$ cat config.mk
export PLATFORM = sky130hd
export DESIGN_NAME = copper_engine
export DESIGN_NICKNAME = d
export VERILOG_FILES = /design/src/copper_pkg.sv /design/src/copper_engine.sv
export SDC_FILE = /design/constraint.sdc
export NUM_CORES = 1
export LEC_CHECK = 0
export BUFFER_PORTS_ARGS = -buffer_cell sky130_fd_sc_hd__buf_2
export CELL_PAD_IN_SITES_DETAIL_PLACEMENT = 1
export CELL_PAD_IN_SITES_GLOBAL_PLACEMENT = 1
export CORE_MARGIN = 2
export CORE_UTILIZATION = 26
export CTS_BUF_LIST = sky130_fd_sc_hd__clkbuf_8 sky130_fd_sc_hd__clkbuf_16
export CTS_CLUSTER_DIAMETER = 80
export CTS_CLUSTER_SIZE = 20
export DETAILED_ROUTE_END_ITERATION = 12
export PLACE_DENSITY = 0.8
export SLEW_MARGIN = 25
export SYNTH_ARGS = -nofsm -noshare
export SYNTH_HDL_FRONTEND = slang
export SYNTH_SLANG_ARGS = --single-unit
$ cat constraint.sdc
create_clock -name clk -period 2.75 [get_ports clk]
set_input_delay 0.825 -clock clk [delete_from_list [all_inputs] [get_ports clk]]
set_output_delay 0.825 -clock clk [all_outputs]
set_load 0.02 [all_outputs]
$ cat src/copper_pkg.sv
// ~~~~~~~~~~~~~~~~~~~~~~~~~~~~~~~~~~~~~~~
// copper package
// sizes, opcodes, FSM state codes, the
// instruction union and memory defaults
// ~~~~~~~~~~~~~~~~~~~~~~~~~~~~~~~~~~~~~~~

package copper_pkg;

    // program memory, one instruction per address in each half
    localparam int COPPER_AW = 8;
    // host word address, bit 0 picks the odd half
    localparam int HOST_AW   = COPPER_AW + 1;
    localparam int POS_W     = 10;
    localparam int REG_IDX_W = 4;

    typedef logic [15:0] word_t;

    // opcodes live in bits 31:30
    localparam logic [1:0] OP_NOP  = 2'b00;
    localparam logic [1:0] OP_WAIT = 2'b01;
    localparam logic [1:0] OP_MOVE = 2'b10;
    localparam logic [1:0] OP_END  = 2'b11;

    // engine FSM states
    localparam logic [1:0] ST_IDLE   = 2'd0;
    localparam logic [1:0] ST_FETCH  = 2'd1;
    localparam logic [1:0] ST_DECODE = 2'd2;

    // wait view: stall until the beam reaches (v_pos, h_pos)
    typedef struct packed {
        logic [1:0]       op;
        logic [POS_W-1:0] v_pos;
        logic [9:0]       rsvd;
        logic [POS_W-1:0] h_pos;
    } wait_insn_t;

    // move view: write data into video register idx
    typedef struct packed {
        logic [1:0]           op;
        logic [9:0]           rsvd;
        logic [REG_IDX_W-1:0] idx;
        word_t                data;
    } move_insn_t;

    // even half gives bits 31:16, odd half gives bits 15:0
    typedef union packed {
        wait_insn_t wt;
        move_insn_t mv;
    } copper_insn_t;

    // empty memory decodes as END at every address
    localparam word_t INIT_EVEN_WORD = {OP_END, 14'h0000};
    localparam word_t INIT_ODD_WORD  = 16'h0000;

endpackage

$ cat src/copper_engine.sv
// ~~~~~~~~~~~~~~~~~~~~~~~~~~~~~~~~~~~~~~~
// copper engine
// fetches two-word instructions, waits on
// the beam position and issues moves
// ~~~~~~~~~~~~~~~~~~~~~~~~~~~~~~~~~~~~~~~

`timescale 1ns/1ps

module copper_engine (
    input  logic                             clk,
    input  logic                             rst_n_i,
    input  logic                             enable_i,
    input  logic                             frame_start_i,
    input  logic [copper_pkg::POS_W-1:0]     v_pos_i,
    input  logic [copper_pkg::POS_W-1:0]     h_pos_i,
    output logic [copper_pkg::COPPER_AW-1:0] fetch_addr_o,
    input  copper_pkg::word_t                even_word_i,
    input  copper_pkg::word_t                odd_word_i,
    output logic                             mv_wr_o,
    output logic [copper_pkg::REG_IDX_W-1:0] mv_idx_o,
    output copper_pkg::word_t                mv_data_o,
    output logic                             busy_o
);
    import copper_pkg::*;

    logic [1:0]           state;
    logic [COPPER_AW-1:0] pc;
    copper_insn_t         insn;
    logic                 in_decode;
    logic                 beam_reached;
    logic                 step_done;

    // both halves come back together one cycle after the fetch
    assign insn = {even_word_i, odd_word_i};

    assign in_decode = (state == ST_DECODE);

    // beam is at or past the target position
    assign beam_reached = (v_pos_i > insn.wt.v_pos) ||
                          ((v_pos_i == insn.wt.v_pos) && (h_pos_i >= insn.wt.h_pos));

    // decode ends when the instruction is done
    always_comb begin
        case (insn.wt.op)
            OP_WAIT: step_done = beam_reached;
            default: step_done = 1'b1;
        endcase
    end

    // program counter only moves when leaving decode,
    // so the memory keeps returning the same word during a wait
    assign fetch_addr_o = pc;

    always_ff @(posedge clk) begin
        if (!rst_n_i) begin
            state <= ST_IDLE;
            pc    <= '0;
        end else if (!enable_i) begin
            state <= ST_IDLE;
        end else if (frame_start_i) begin
            // a new frame always restarts at instruction 0
            state <= ST_FETCH;
            pc    <= '0;
        end else begin
            case (state)
                ST_FETCH: begin
                    state <= ST_DECODE;
                end
                ST_DECODE: begin
                    if (insn.wt.op == OP_END) begin
                        state <= ST_IDLE;
                    end else if (step_done) begin
                        state <= ST_FETCH;
                        // wraps at 256
                        pc    <= pc + 1'b1;
                    end
                end
                default: begin
                    // idle until the next frame start
                    state <= ST_IDLE;
                end
            endcase
        end
    end

    // move write is issued during the decode cycle
    assign mv_wr_o   = in_decode && enable_i && (insn.mv.op == OP_MOVE);
    assign mv_idx_o  = insn.mv.idx;
    assign mv_data_o = insn.mv.data;

    assign busy_o = (state != ST_IDLE);

    // a move write always follows a fetch directly
    a_mv_after_fetch: assert property (
        @(posedge clk) disable iff (!rst_n_i)
        $rose(mv_wr_o) |-> in_decode && ($past(state) == ST_FETCH)
    ) else $error("move write did not follow a fetch");

    // enable must have been held across fetch and decode
    a_mv_enabled: assert property (
        @(posedge clk) disable iff (!rst_n_i)
        mv_wr_o |-> enable_i && $past(enable_i)
    ) else $error("move write while the engine was disabled");

endmodule

# --- After elaboration in Yosys (flattened, before gate mapping) ---
# Index checks and enable logic that the tools add are counted.
totals:
  elab_cells: 36
  inputBits: 56
  out_inout_bits: 30
  regBits: 10
classes:
  addsub: 1
  reduce_logical: 10
  eq_ne: 9
  order_cmp: 2
  bitwise: 2
  mux: 9
ops:
  columns: ["operator", "count"]
  rows:
  - ["two-way mux 8 bit", 4]
  - ["== test 10 bit", 1]
  - [">= comparator 10 bit", 1]
  - ["> comparator 10 bit", 1]
  - ["adder 8 x 1 -> 8 bit (second input constant)", 1]
  - ["== test 2 bit (second input constant)", 3]
  - ["nonzero test 2 bit", 3]
  - ["== test 2 x 1 -> 1 bit (second input constant)", 2]
  - ["two-way mux 2 bit", 2]
  - ["!= test 4 x 2 -> 1 bit (second input constant)", 1]
  - ["one-hot mux 2 bit (2 select lines)", 1]
  - ["AND reduction 4 bit", 1]
  - ["logical AND 1 bit", 3]
  - ["!= test 3 x 1 -> 1 bit (second input constant)", 1]
  - ["OR reduction 3 bit", 1]
  - ["two-way mux 1 bit", 2]
  - ["!= test 2 bit (second input constant)", 1]
  - ["inverter 1 bit", 2]
  - ["AND reduction 2 bit", 1]
  - ["logical OR 1 bit", 1]

# --- Longest topological paths before layout ---
# Gate-level depths: netlist of the first run.
depth:
  depth_word: 8
  mapped_depth: 8
  mapped_depth_nobuf: 8

# --- Least setup slack after synthesis of the first run ---
# Ideal clock, no wire load.
synth_timing:
  path_kind: "input-to-reg"
  start: "input even_word_i[13]"
  end: "register pc[2], in the netlist fetch_addr_o[2]"
  n_path_buf: 0
  setup_ns: 0.127
  cell_stages: 8
  arrival_time_ns: 2.517
  required_ns: 2.623
  slack_ns: 0.106
  path_cell_list: "inv_1 ha_1 nand4_1 or2_4 a2111oi_4 o21a_1 nor3_1 or3_1"
synth_via:
  elab_chain_cells: 6
  word_cells_on_any_way: 7
  classes_between: "1 x order compare; 1 x eq/ne; 1 x mux; 4 x reduce/logical"
synth_rtl:
  columns: ["item", "line_no", "text"]
  rows:
  - ["start: declaration", "copper_engine.sv:17", "input copper_pkg::word_t even_word_i,"]
  - ["parallel branches: the longest is 2 deep, another holds > comparator 10 bit", null, null]
  - ["logical OR 1 bit (*)", "copper_engine.sv:39", "assign beam_reached = (v_pos_i > insn.wt.v_pos) ||"]
  - ["two-way mux 1 bit (*)", "copper_engine.sv:44", "case (insn.wt.op)"]
  - ["nonzero test 2 bit (no line) (*)", null, null]
  - ["AND reduction 4 bit (no line) (*)", null, null]
  - ["end signal: assignment", "copper_engine.sv:75", "pc <= pc + 1'b1;"]
  - ["end: declaration", "copper_engine.sv:27", "logic [COPPER_AW-1:0] pc;"]
# Mark *: on every way between the ends.
# A chain may end at the register's enable or synchronous reset.

# --- Final worst setup path of the first run ---
layout_timing:
  start: "input even_word_i[11]"
  end: "register pc[2], in the netlist fetch_addr_o[2]"
# The elaborated chain is that of the path after synthesis.

==> impl_metrics.py, run 1 <==
metrics = {
    "detailed_routing": {
        "drc": 0,
        "firstDrtPassIters": 4,
        "wl_mm": 4.14,
        "dr.first_iter.drc_count": 51,
        "via_per_inst": 4.86,
        "wl_per_cell_um": 13.4,
        "vias": 1498,
        "ant_nets": 0,
    },
    "clock_tree": {
        "numCtsBuffers": 3,
        "cts_tree": "done",
        "cts_sinks": 10,
        "cts_setup_buffers": 0,
        "clock_path_buffers": 2,
        "cts.clk_slew.worst_paths_ns": 0.06,
        "htree_levels": 1,
        "ctsHoldBuffers": 0,
        "cts_resized": 0,
        "root_buffer": "clkbuf_8",
        "clkLatencyLatePin_ns": 0.24,
    },
    "global_routing": {
        "grt_usage_pct": 14.3,
        "grt_pass1_vias": 1557,
        "overflow": 0,
        "grt_max_degree": 14,
        "antenna_found_initial": 0,
        "grt_pass1_wl_mm": 7.02,
    },
    "placed_design": {
        "hpwl_mm": 3.51,
        "placed_area_mm2": 0.00170,
        "gp_congestion": 0.814,
        "io_buffers": 65,
    },
    "power": {
        "switching_power_mw": 0.147,
        "vdd_drop_max_uv": 166,
        "seqPwrFrac_pct": 30.1,
        "power_mw": 0.486,
        "p_leak_nw": 0.900,
        "clock_power_share_pct": 39.2,
        "pwr-share-comb_pct": 30.7,
        "power.density_mw_per_mm2": 276,
        "swShare_pct": 30.2,
        "p_int_mw": 0.340,
    },
    "run": {
        "cap_violations": 0,
    },
    "floorplanning": {
        "num_rows": 26,
        "fp.dieW_um": 77.3,
        "die_area_mm2": 0.00597,
        "core-area_mm2": 0.00514,
        "die_y_um": 77.3,
        "initial_utilization_pct": 27.2,
        "pin_count": 86,
    },
    "logic_synthesis": {
        "syn_area_mm2": 0.00140,
        "ys_seq_area_share_pct": 14.3,
        "syn_nets": 264,
        "yosysTopAreaCell": "ha_1",
        "synthCells": 184,
        "synth_top_area_share_pct": 21.5,
        "ys_ff_latch": 10,
        "synthTopCellsByArea": "ha_1, dfxtp_1, buf_4",
        "yosysWarnings": 0,
        "yosysUniqueCellTypes": 39,
        "syn_avg_cell_area_um2": 7.59,
    },
    "critical_path": {
        "criticalPathCategory": "primary input to register",
        "rr_startpoint": "state[0]",
        "r2r-end": "fetch_addr_o[5]",
        "crit_arrival_ns": 2.69,
        "cp.required_ns": 2.87,
        "crit_path_start": "even_word_i[11]",
        "cp-endpoint": "fetch_addr_o[2]",
        "reg2reg_depth": 7,
        "rrSetupSlack_ns": 0.90,
        "start_kind": "primary input",
        "cp-end-kind": "register",
        "critPathMaxFanout": 4,
    },
    "layout": {
        "drive_gt1_share_pct": 34.0,
        "fillers": 679,
        "diodes": 0,
        "multiInputGateArea_um2": 945,
        "final_area_mm2": 0.00176,
        "nets": 319,
        "final-seq-area_um2": 200,
        "syn_to_final_growth_pct": 26.0,
    },
    "timing": {
        "setup_viol": 0,
        "skew_ns": 0.00589,
        "maxSlewViolCount": 0,
        "fmax_ghz": 0.389,
        "tightestPinTransition_ns": 0.391,
        "relSlewSlack_pct": 73.8,
        "period_share_pct": 93.5,
        "fin_crit_ns": 2.57,
        "hold_viol_final": 0,
        "rsz0062_at_grt": "false",
    },
    "outcome": {
        "status": "complete, no violations",
    },
    "hold_path": {
        "worstHoldPathType": "register to register",
    },
}
-- metrics by stage --
stage | worst slack [ns] | hold WS [ns] | setup TNS, ns | std cells | util [%]
2_1_floorplan | 0.106 | 0.466 | 0 | 184 | -
3_3_place_gp | 0.0265 | 0.487 | 0 | 304 | 33.2
3_5_place_dp | -0.0805 | 0.520 | -0.270 | 304 | 33.2
4_1_cts | 0.169 | 0.529 | 0 | 308 | 34.2
5_1_grt | 0.0895 | 0.555 | 0 | 308 | 34.2
6_report | 0.179 | 0.510 | 0 | 308 | 34.2
-- flip-flops by register name, indices dropped and copies added (netlist names) --
| signal | cells |
|---|---|
| state | 2 |
| fetch_addr_o | 8 |
-- metal layers --
layer  global-route usage [%]  up-vias  part of all wire [%]  wire length [um]
met5                        0        -                     0                 0
met4                     2.68        0                  0.89                37
met3                     5.41        4                   8.2               340
met2                     26.1       54                    48              2010
met1                     15.7      686                    42              1750
li1                         -      754                     -                 -
-- kinds of logic (layout without fill, tap and decap cells) --
kind of cell	count (synthesis)	count (layout)	share of synthesized area, %
AOI/OAI and AO/OA	41	41	20.6
adders and majority gates	24	24	21.5
buffers and inverters	47	101	18.0
DFF	10	10	14.3
muxes	1	1	0.717
and+or+nand+nor	61	61	24.8
-- power by group through the flow --
stage	clock network, mW	logic [mW]	registers (mW)
global placement	0	0.145	0.149
global route	0.207	0.172	0.146
CTS	0.197	0.152	0.146
detailed placement	0	0.151	0.150
floorplan	0	0.115	0.149
finish	0.191	0.149	0.146
-- cells in the final DEF (no fill, tap or decap), types with 7 or more instances in the layout --
| cell type | count |
|---|---|
| nand3_1 | 9 |
| buf_2 | 65 |
| buf_4 | 7 |
| a31oi_1 | 7 |
| ha_1 | 24 |
| inv_1 | 24 |
| dfxtp_1 | 10 |
| o21ai_0 | 7 |
| nand4_1 | 7 |
| a21oi_1 | 10 |
| nand2_1 | 11 |
-- worst min path at each step --
stage / start / to / slack, ns / cells after the start
3_3_place_gp: state[1] / state[1] / 0.49 / 2
4_1_cts: state[1] / state[1] / 0.53 / 2
6_report: state[1] / state[1] / 0.51 / 2
5_1_grt: fetch_addr_o[7] / fetch_addr_o[7] / 0.55 / 2
3_5_place_dp: fetch_addr_o[1] / fetch_addr_o[1] / 0.52 / 2
2_1_floorplan: state[1] / state[1] / 0.47 / 2
-- cell type report --
cell class / instances / area share [%]
clock buffers: 4 / 3.13
inverters: 25 / 5.33
multi-input cells: 127 / 53.7
flip-flops and latches: 10 / 11.4
well taps: 70 / 4.98
repair buffers: 72 / 21.5
-- cell usage after synthesis --
cell / count
nand3b_1: 2
o21ai_2: 1
or3_1: 2
clkbuf_1: 2
a21o_1: 1
or2_4: 1
nand4_1: 7
and2b_2: 1
o211ai_1: 3
o21a_1: 3
nor3b_1: 2
or4_1: 1
inv_1: 24
o21ai_0: 7
a311o_1: 1
nor2b_1: 5
a22oi_1: 2
and4b_1: 1
a31oi_1: 7
a21oi_1: 10
o311a_1: 1
dfxtp_1: 10
nand2b_1: 3
nand3_1: 9
nand2b_2: 1
nand2_1: 11
buf_4: 20
a2111oi_4: 1
clkinv_1: 1
nor3_1: 5
ha_1: 24
mux2i_1: 1
and3_1: 2
a211o_1: 2
nor4_1: 1
nor2_1: 5
nand4b_1: 2
o211a_1: 1
o31ai_1: 1
-- worst max-delay path, stage by stage --
cell	delay, ns
buf_2	0.08
inv_1	0.04
ha_1	0.30
nand4_1	0.13
or2_4	0.29
a2111oi_4	0.36
o21a_1	0.26
nor3_1	0.08
or3_1	0.34
No activity file was read; power rests on OpenSTA's default activity.
==> run 2: changes to the inputs <==
RECOVER_POWER = 50   (was not set)
==> impl_metrics.py, run 2 (synthesis results as in run 1) <==
metrics = {
    "critical_path": {
        "rr_startpoint": "state[0]",
        "crit_arrival_ns": 2.69,
        "cp-end-kind": "register",
        "r2r-end": "fetch_addr_o[5]",
        "cp.required_ns": 2.87,
        "rrSetupSlack_ns": 0.91,
        "reg2reg_depth": 7,
        "criticalPathCategory": "primary input to register",
        "critPathMaxFanout": 4,
        "start_kind": "primary input",
    },
    "hold_path": {
        "min_path_cells": 2,
        "holdPathEnd": "state[1]",
        "min-delay-start": "state[1]",
        "worstHoldPathType": "register to register",
    },
    "global_routing": {
        "grt_pass1_wl_mm": 7.02,
        "grt_usage_pct": 14.3,
        "antenna_found_initial": 0,
        "grt_pass1_vias": 1557,
        "overflow": 0,
        "grt_max_degree": 14,
    },
    "clock_tree": {
        "root_buffer": "clkbuf_8",
        "cts_resized": 0,
        "cts.clk_slew.worst_paths_ns": 0.06,
        "cts_tree": "done",
        "cts_setup_buffers": 0,
        "numCtsBuffers": 3,
        "ctsHoldBuffers": 0,
        "cts_sinks": 10,
        "clock_path_buffers": 2,
        "clkLatencyLatePin_ns": 0.24,
        "htree_levels": 1,
    },
    "power": {
        "vdd_drop_max_uv": 166,
        "power.density_mw_per_mm2": 278,
        "power_mw": 0.486,
        "p_leak_nw": 0.859,
    },
    "timing": {
        "skew_ns": 0.00652,
        "rsz0062_at_grt": "false",
        "setup_viol": 0,
        "hold_ws_ns": 0.510,
        "period_share_pct": 93.4,
        "fmax_ghz": 0.389,
        "maxSlewViolCount": 0,
        "tightestPinTransition_ns": 0.387,
        "relSlewSlack_pct": 74.0,
        "fin_crit_ns": 2.57,
        "hold_viol_final": 0,
    },
    "run": {
        "cap_violations": 0,
    },
    "detailed_routing": {
        "wl_per_cell_um": 13.4,
        "via_per_inst": 4.85,
        "dr.first_iter.drc_count": 45,
        "drc": 0,
        "firstDrtPassIters": 4,
        "vias": 1494,
        "wl_mm": 4.14,
        "ant_nets": 0,
    },
    "outcome": {
        "status": "complete, no violations",
    },
    "layout": {
        "nets": 319,
        "syn_to_final_growth_pct": 25.1,
        "final_cell_mix": "buf_2, inv_1, ha_1",
        "final_common_cell": "buf_2",
        "diodes": 0,
        "post-route-util_pct": 34.0,
        "largest_reg_flops": 8,
        "drive_gt1_share_pct": 29.8,
    },
    "floorplanning": {
        "fp.dieW_um": 77.3,
        "die_y_um": 77.3,
        "initial_utilization_pct": 27.2,
        "die_area_mm2": 0.00597,
        "core-area_mm2": 0.00514,
        "pin_count": 86,
        "num_rows": 26,
    },
    "placed_design": {
        "hpwl_mm": 3.51,
        "gp_congestion": 0.814,
        "io_buffers": 65,
    },
}
## run 2: changes by cell type in the layout (fill, tap and decap cells not counted), sizes merged
| cell | delta |
|---|---|
| buf | -10 |
| clkbuf | +10 |
## run 2: metal layers
metal  part of all wire [%]  up-vias  GRT usage [%]
li1                       -      755              -
met1                     43      685           15.7
met4                   0.89        0           2.68
met3                    7.9        4           5.41
met5                      0        -              0
met2                     48       50           26.1
## run 2: worst max path at each step
| stage | startpoint | to | slack [ns] | depth (start not counted) |
|---|---|---|---|---|
| floorplan | even_word_i[13] | fetch_addr_o[2] | 0.11 | 8 |
| global placement | even_word_i[13] | fetch_addr_o[2] | 0.03 | 9 |
| detailed placement | even_word_i[11] | fetch_addr_o[2] | -0.08 | 9 |
| CTS | even_word_i[11] | fetch_addr_o[2] | 0.17 | 9 |
| global route | even_word_i[11] | fetch_addr_o[0] | 0.09 | 9 |
| finish | even_word_i[11] | fetch_addr_o[2] | 0.18 | 9 |
## run 2: report_power, final
group | internal (mW) | switching [mW]
clock network | 0.126 | 0.0647
registers | 0.146 | 0.000669
logic | 0.0670 | 0.0815
total | 0.339 | 0.147
## run 2: area by class of cell
| cell class | instances | area, um2 |
|---|---|---|
| Sequential cell | 10 | 200 |
| Clock buffer | 4 | 55.1 |
| Timing Repair Buffer | 72 | 365 |
| Inverter | 25 | 93.8 |
| Multi-Input combinational cell | 127 | 945 |
| Fill cell | 681 | 3390 |
| Tap cell | 70 | 87.6 |
## run 2: worst max-delay path, cell delays in order
cell and delay, ns:
buf_2 0.08, inv_1 0.04, ha_1 0.30, nand4_1 0.13, or2_4 0.29, a2111oi_4 0.36
o21a_1 0.26, nor3_1 0.08, or3_1 0.34
## run 2: through the flow
stage | setup slack (ns) | TNS [ns] | std cells | instance area, um2
floorplan | 0.106 | 0 | 184 | 1400
global placement | 0.0265 | 0 | 304 | 1700
detailed placement | -0.0805 | -0.270 | 304 | 1700
CTS | 0.169 | 0 | 308 | 1760
global route | 0.0895 | 0 | 308 | 1750
finish | 0.181 | 0 | 308 | 1750
==> run 3: changes to the inputs <==
CORE_UTILIZATION = 29   (was 26)
PLACE_DENSITY = 0.84   (was 0.8)
clock period = 2.6 ns   (was 2.75 ns; I/O delays follow)
==> impl_metrics.py, run 3 (synthesis results as in run 1) <==
metrics = {
    "timing": {
        "fmax_ghz": 0.401,
        "fin_crit_ns": 2.49,
        "tightestPinTransition_ns": 0.405,
        "tns_ns": 0,
        "period_share_pct": 95.9,
        "maxSlewViolCount": 0,
        "hold_ws_ns": 0.528,
        "rsz0062_at_grt": "false",
        "skew_ns": 0.00529,
        "setup_viol": 0,
        "relSlewSlack_pct": 72.8,
        "hold_viol_final": 0,
        "setup_ws_ns": 0.106,
    },
    "floorplanning": {
        "initial_utilization_pct": 29.8,
        "pin_count": 86,
        "die_y_um": 73.4,
        "die_area_mm2": 0.00539,
        "core-area_mm2": 0.00469,
        "fp.dieW_um": 73.4,
        "num_rows": 25,
    },
    "layout": {
        "final_common_cell": "buf_2",
        "nets": 325,
        "final_area_mm2": 0.00176,
        "largest_reg_flops": 8,
        "final-seq-area_um2": 200,
        "diodes": 0,
        "final_cell_mix": "buf_2, inv_1, ha_1",
        "post-route-util_pct": 37.5,
        "multiInputGateArea_um2": 948,
        "drive_gt1_share_pct": 31.7,
        "fillers": 616,
        "layout.cells.non_filler": 297,
        "syn_to_final_growth_pct": 26.2,
    },
    "global_routing": {
        "antenna_found_initial": 0,
        "grt_pass1_wl_mm": 6.84,
        "grt_pass1_vias": 1587,
        "overflow": 0,
        "grt_usage_pct": 16.1,
        "grt_max_degree": 14,
    },
    "clock_tree": {
        "clock_path_buffers": 2,
        "cts_sinks": 10,
        "cts_tree": "done",
        "cts.clk_slew.worst_paths_ns": 0.05,
        "numCtsBuffers": 3,
        "clkLatencyLatePin_ns": 0.24,
        "htree_levels": 1,
        "root_buffer": "clkbuf_8",
        "ctsHoldBuffers": 0,
    },
    "critical_path": {
        "rr_startpoint": "state[0]",
        "cp.required_ns": 2.72,
        "start_kind": "primary input",
        "cp-end-kind": "register",
        "crit_arrival_ns": 2.62,
        "crit_path_start": "v_pos_i[9]",
        "critPathMaxFanout": 4,
        "rrSetupSlack_ns": 0.75,
        "criticalPathCategory": "primary input to register",
    },
    "placed_design": {
        "gp_congestion": 0.823,
        "pre_cts_ws_ns": -0.162,
        "io_buffers": 65,
        "hpwl_mm": 3.47,
        "placed_area_mm2": 0.00173,
        "placed_cells": 294,
    },
    "hold_path": {
        "min-delay-start": "fetch_addr_o[7]",
        "worstHoldPathType": "register to register",
    },
    "power": {
        "vdd_drop_max_uv": 162,
        "power_mw": 0.485,
        "power.density_mw_per_mm2": 275,
        "p_leak_nw": 0.877,
    },
    "detailed_routing": {
        "via_per_inst": 5.12,
        "drc": 0,
        "wl_per_cell_um": 13.7,
        "firstDrtPassIters": 4,
        "wl_mm": 4.06,
        "dr.first_iter.drc_count": 45,
        "vias": 1521,
        "ant_nets": 0,
    },
    "run": {
        "cap_violations": 0,
    },
    "outcome": {
        "status": "complete, no violations",
    },
}
[run 3: cell count changes in the layout (fill, tap and decap cells not counted)]
| cell | previous run | this run |
|---|---|---|
| buf_4 | 7 | 13 |
| a21oi_1 | 10 | 9 |
| a21oi_2 | 0 | 1 |
| clkbuf_8 | 4 | 3 |
[run 3: area by class of cell]
| class | instances | area share, % |
|---|---|---|
| multi-input combinational | 127 | 53.8 |
| sequential | 10 | 11.4 |
| clock buffer | 3 | 2.34 |
| timing repair buffer | 78 | 23.3 |
| inverter | 25 | 5.33 |
| tap | 54 | 3.84 |
[run 3: path summary, 6_finish.rpt]
check / end / cells after the start
worst max-delay path: fetch_addr_o[2] / 8
worst min-delay path: fetch_addr_o[7] / 2
worst max register to register: fetch_addr_o[7] / 7
worst min register to register: fetch_addr_o[7] / 2
[run 3: repair_timing]
action,in CTS,in global routing
gates resized for setup,0,1
setup buffers,0,0
endpoints found under the setup margin,0,1
[run 3: report_power, final]
group          internal [mW]  switching [mW]
clock network          0.102          0.0660
registers              0.154        0.000706
logic                 0.0743          0.0878
total                  0.331           0.155
[run 3: worst max-delay path, cell delays in order]
cell       delay [ns]
buf_2            0.10
ha_1             0.28
nand4_1          0.13
or2_4            0.30
a2111oi_4        0.36
o21a_1           0.25
nor3_1           0.07
or3_1            0.34
[run 3: metal layers]
| layer | wire (um) | global-route usage, % | vias to the layer above |
|---|---|---|---|
| met2 | 2070 | 30.8 | 49 |
| met1 | 1680 | 18.1 | 709 |
| met3 | 274 | 3.98 | 4 |
| met5 | 0 | 0 | - |
| met4 | 40 | 2.83 | 0 |
| li1 | - | - | 759 |
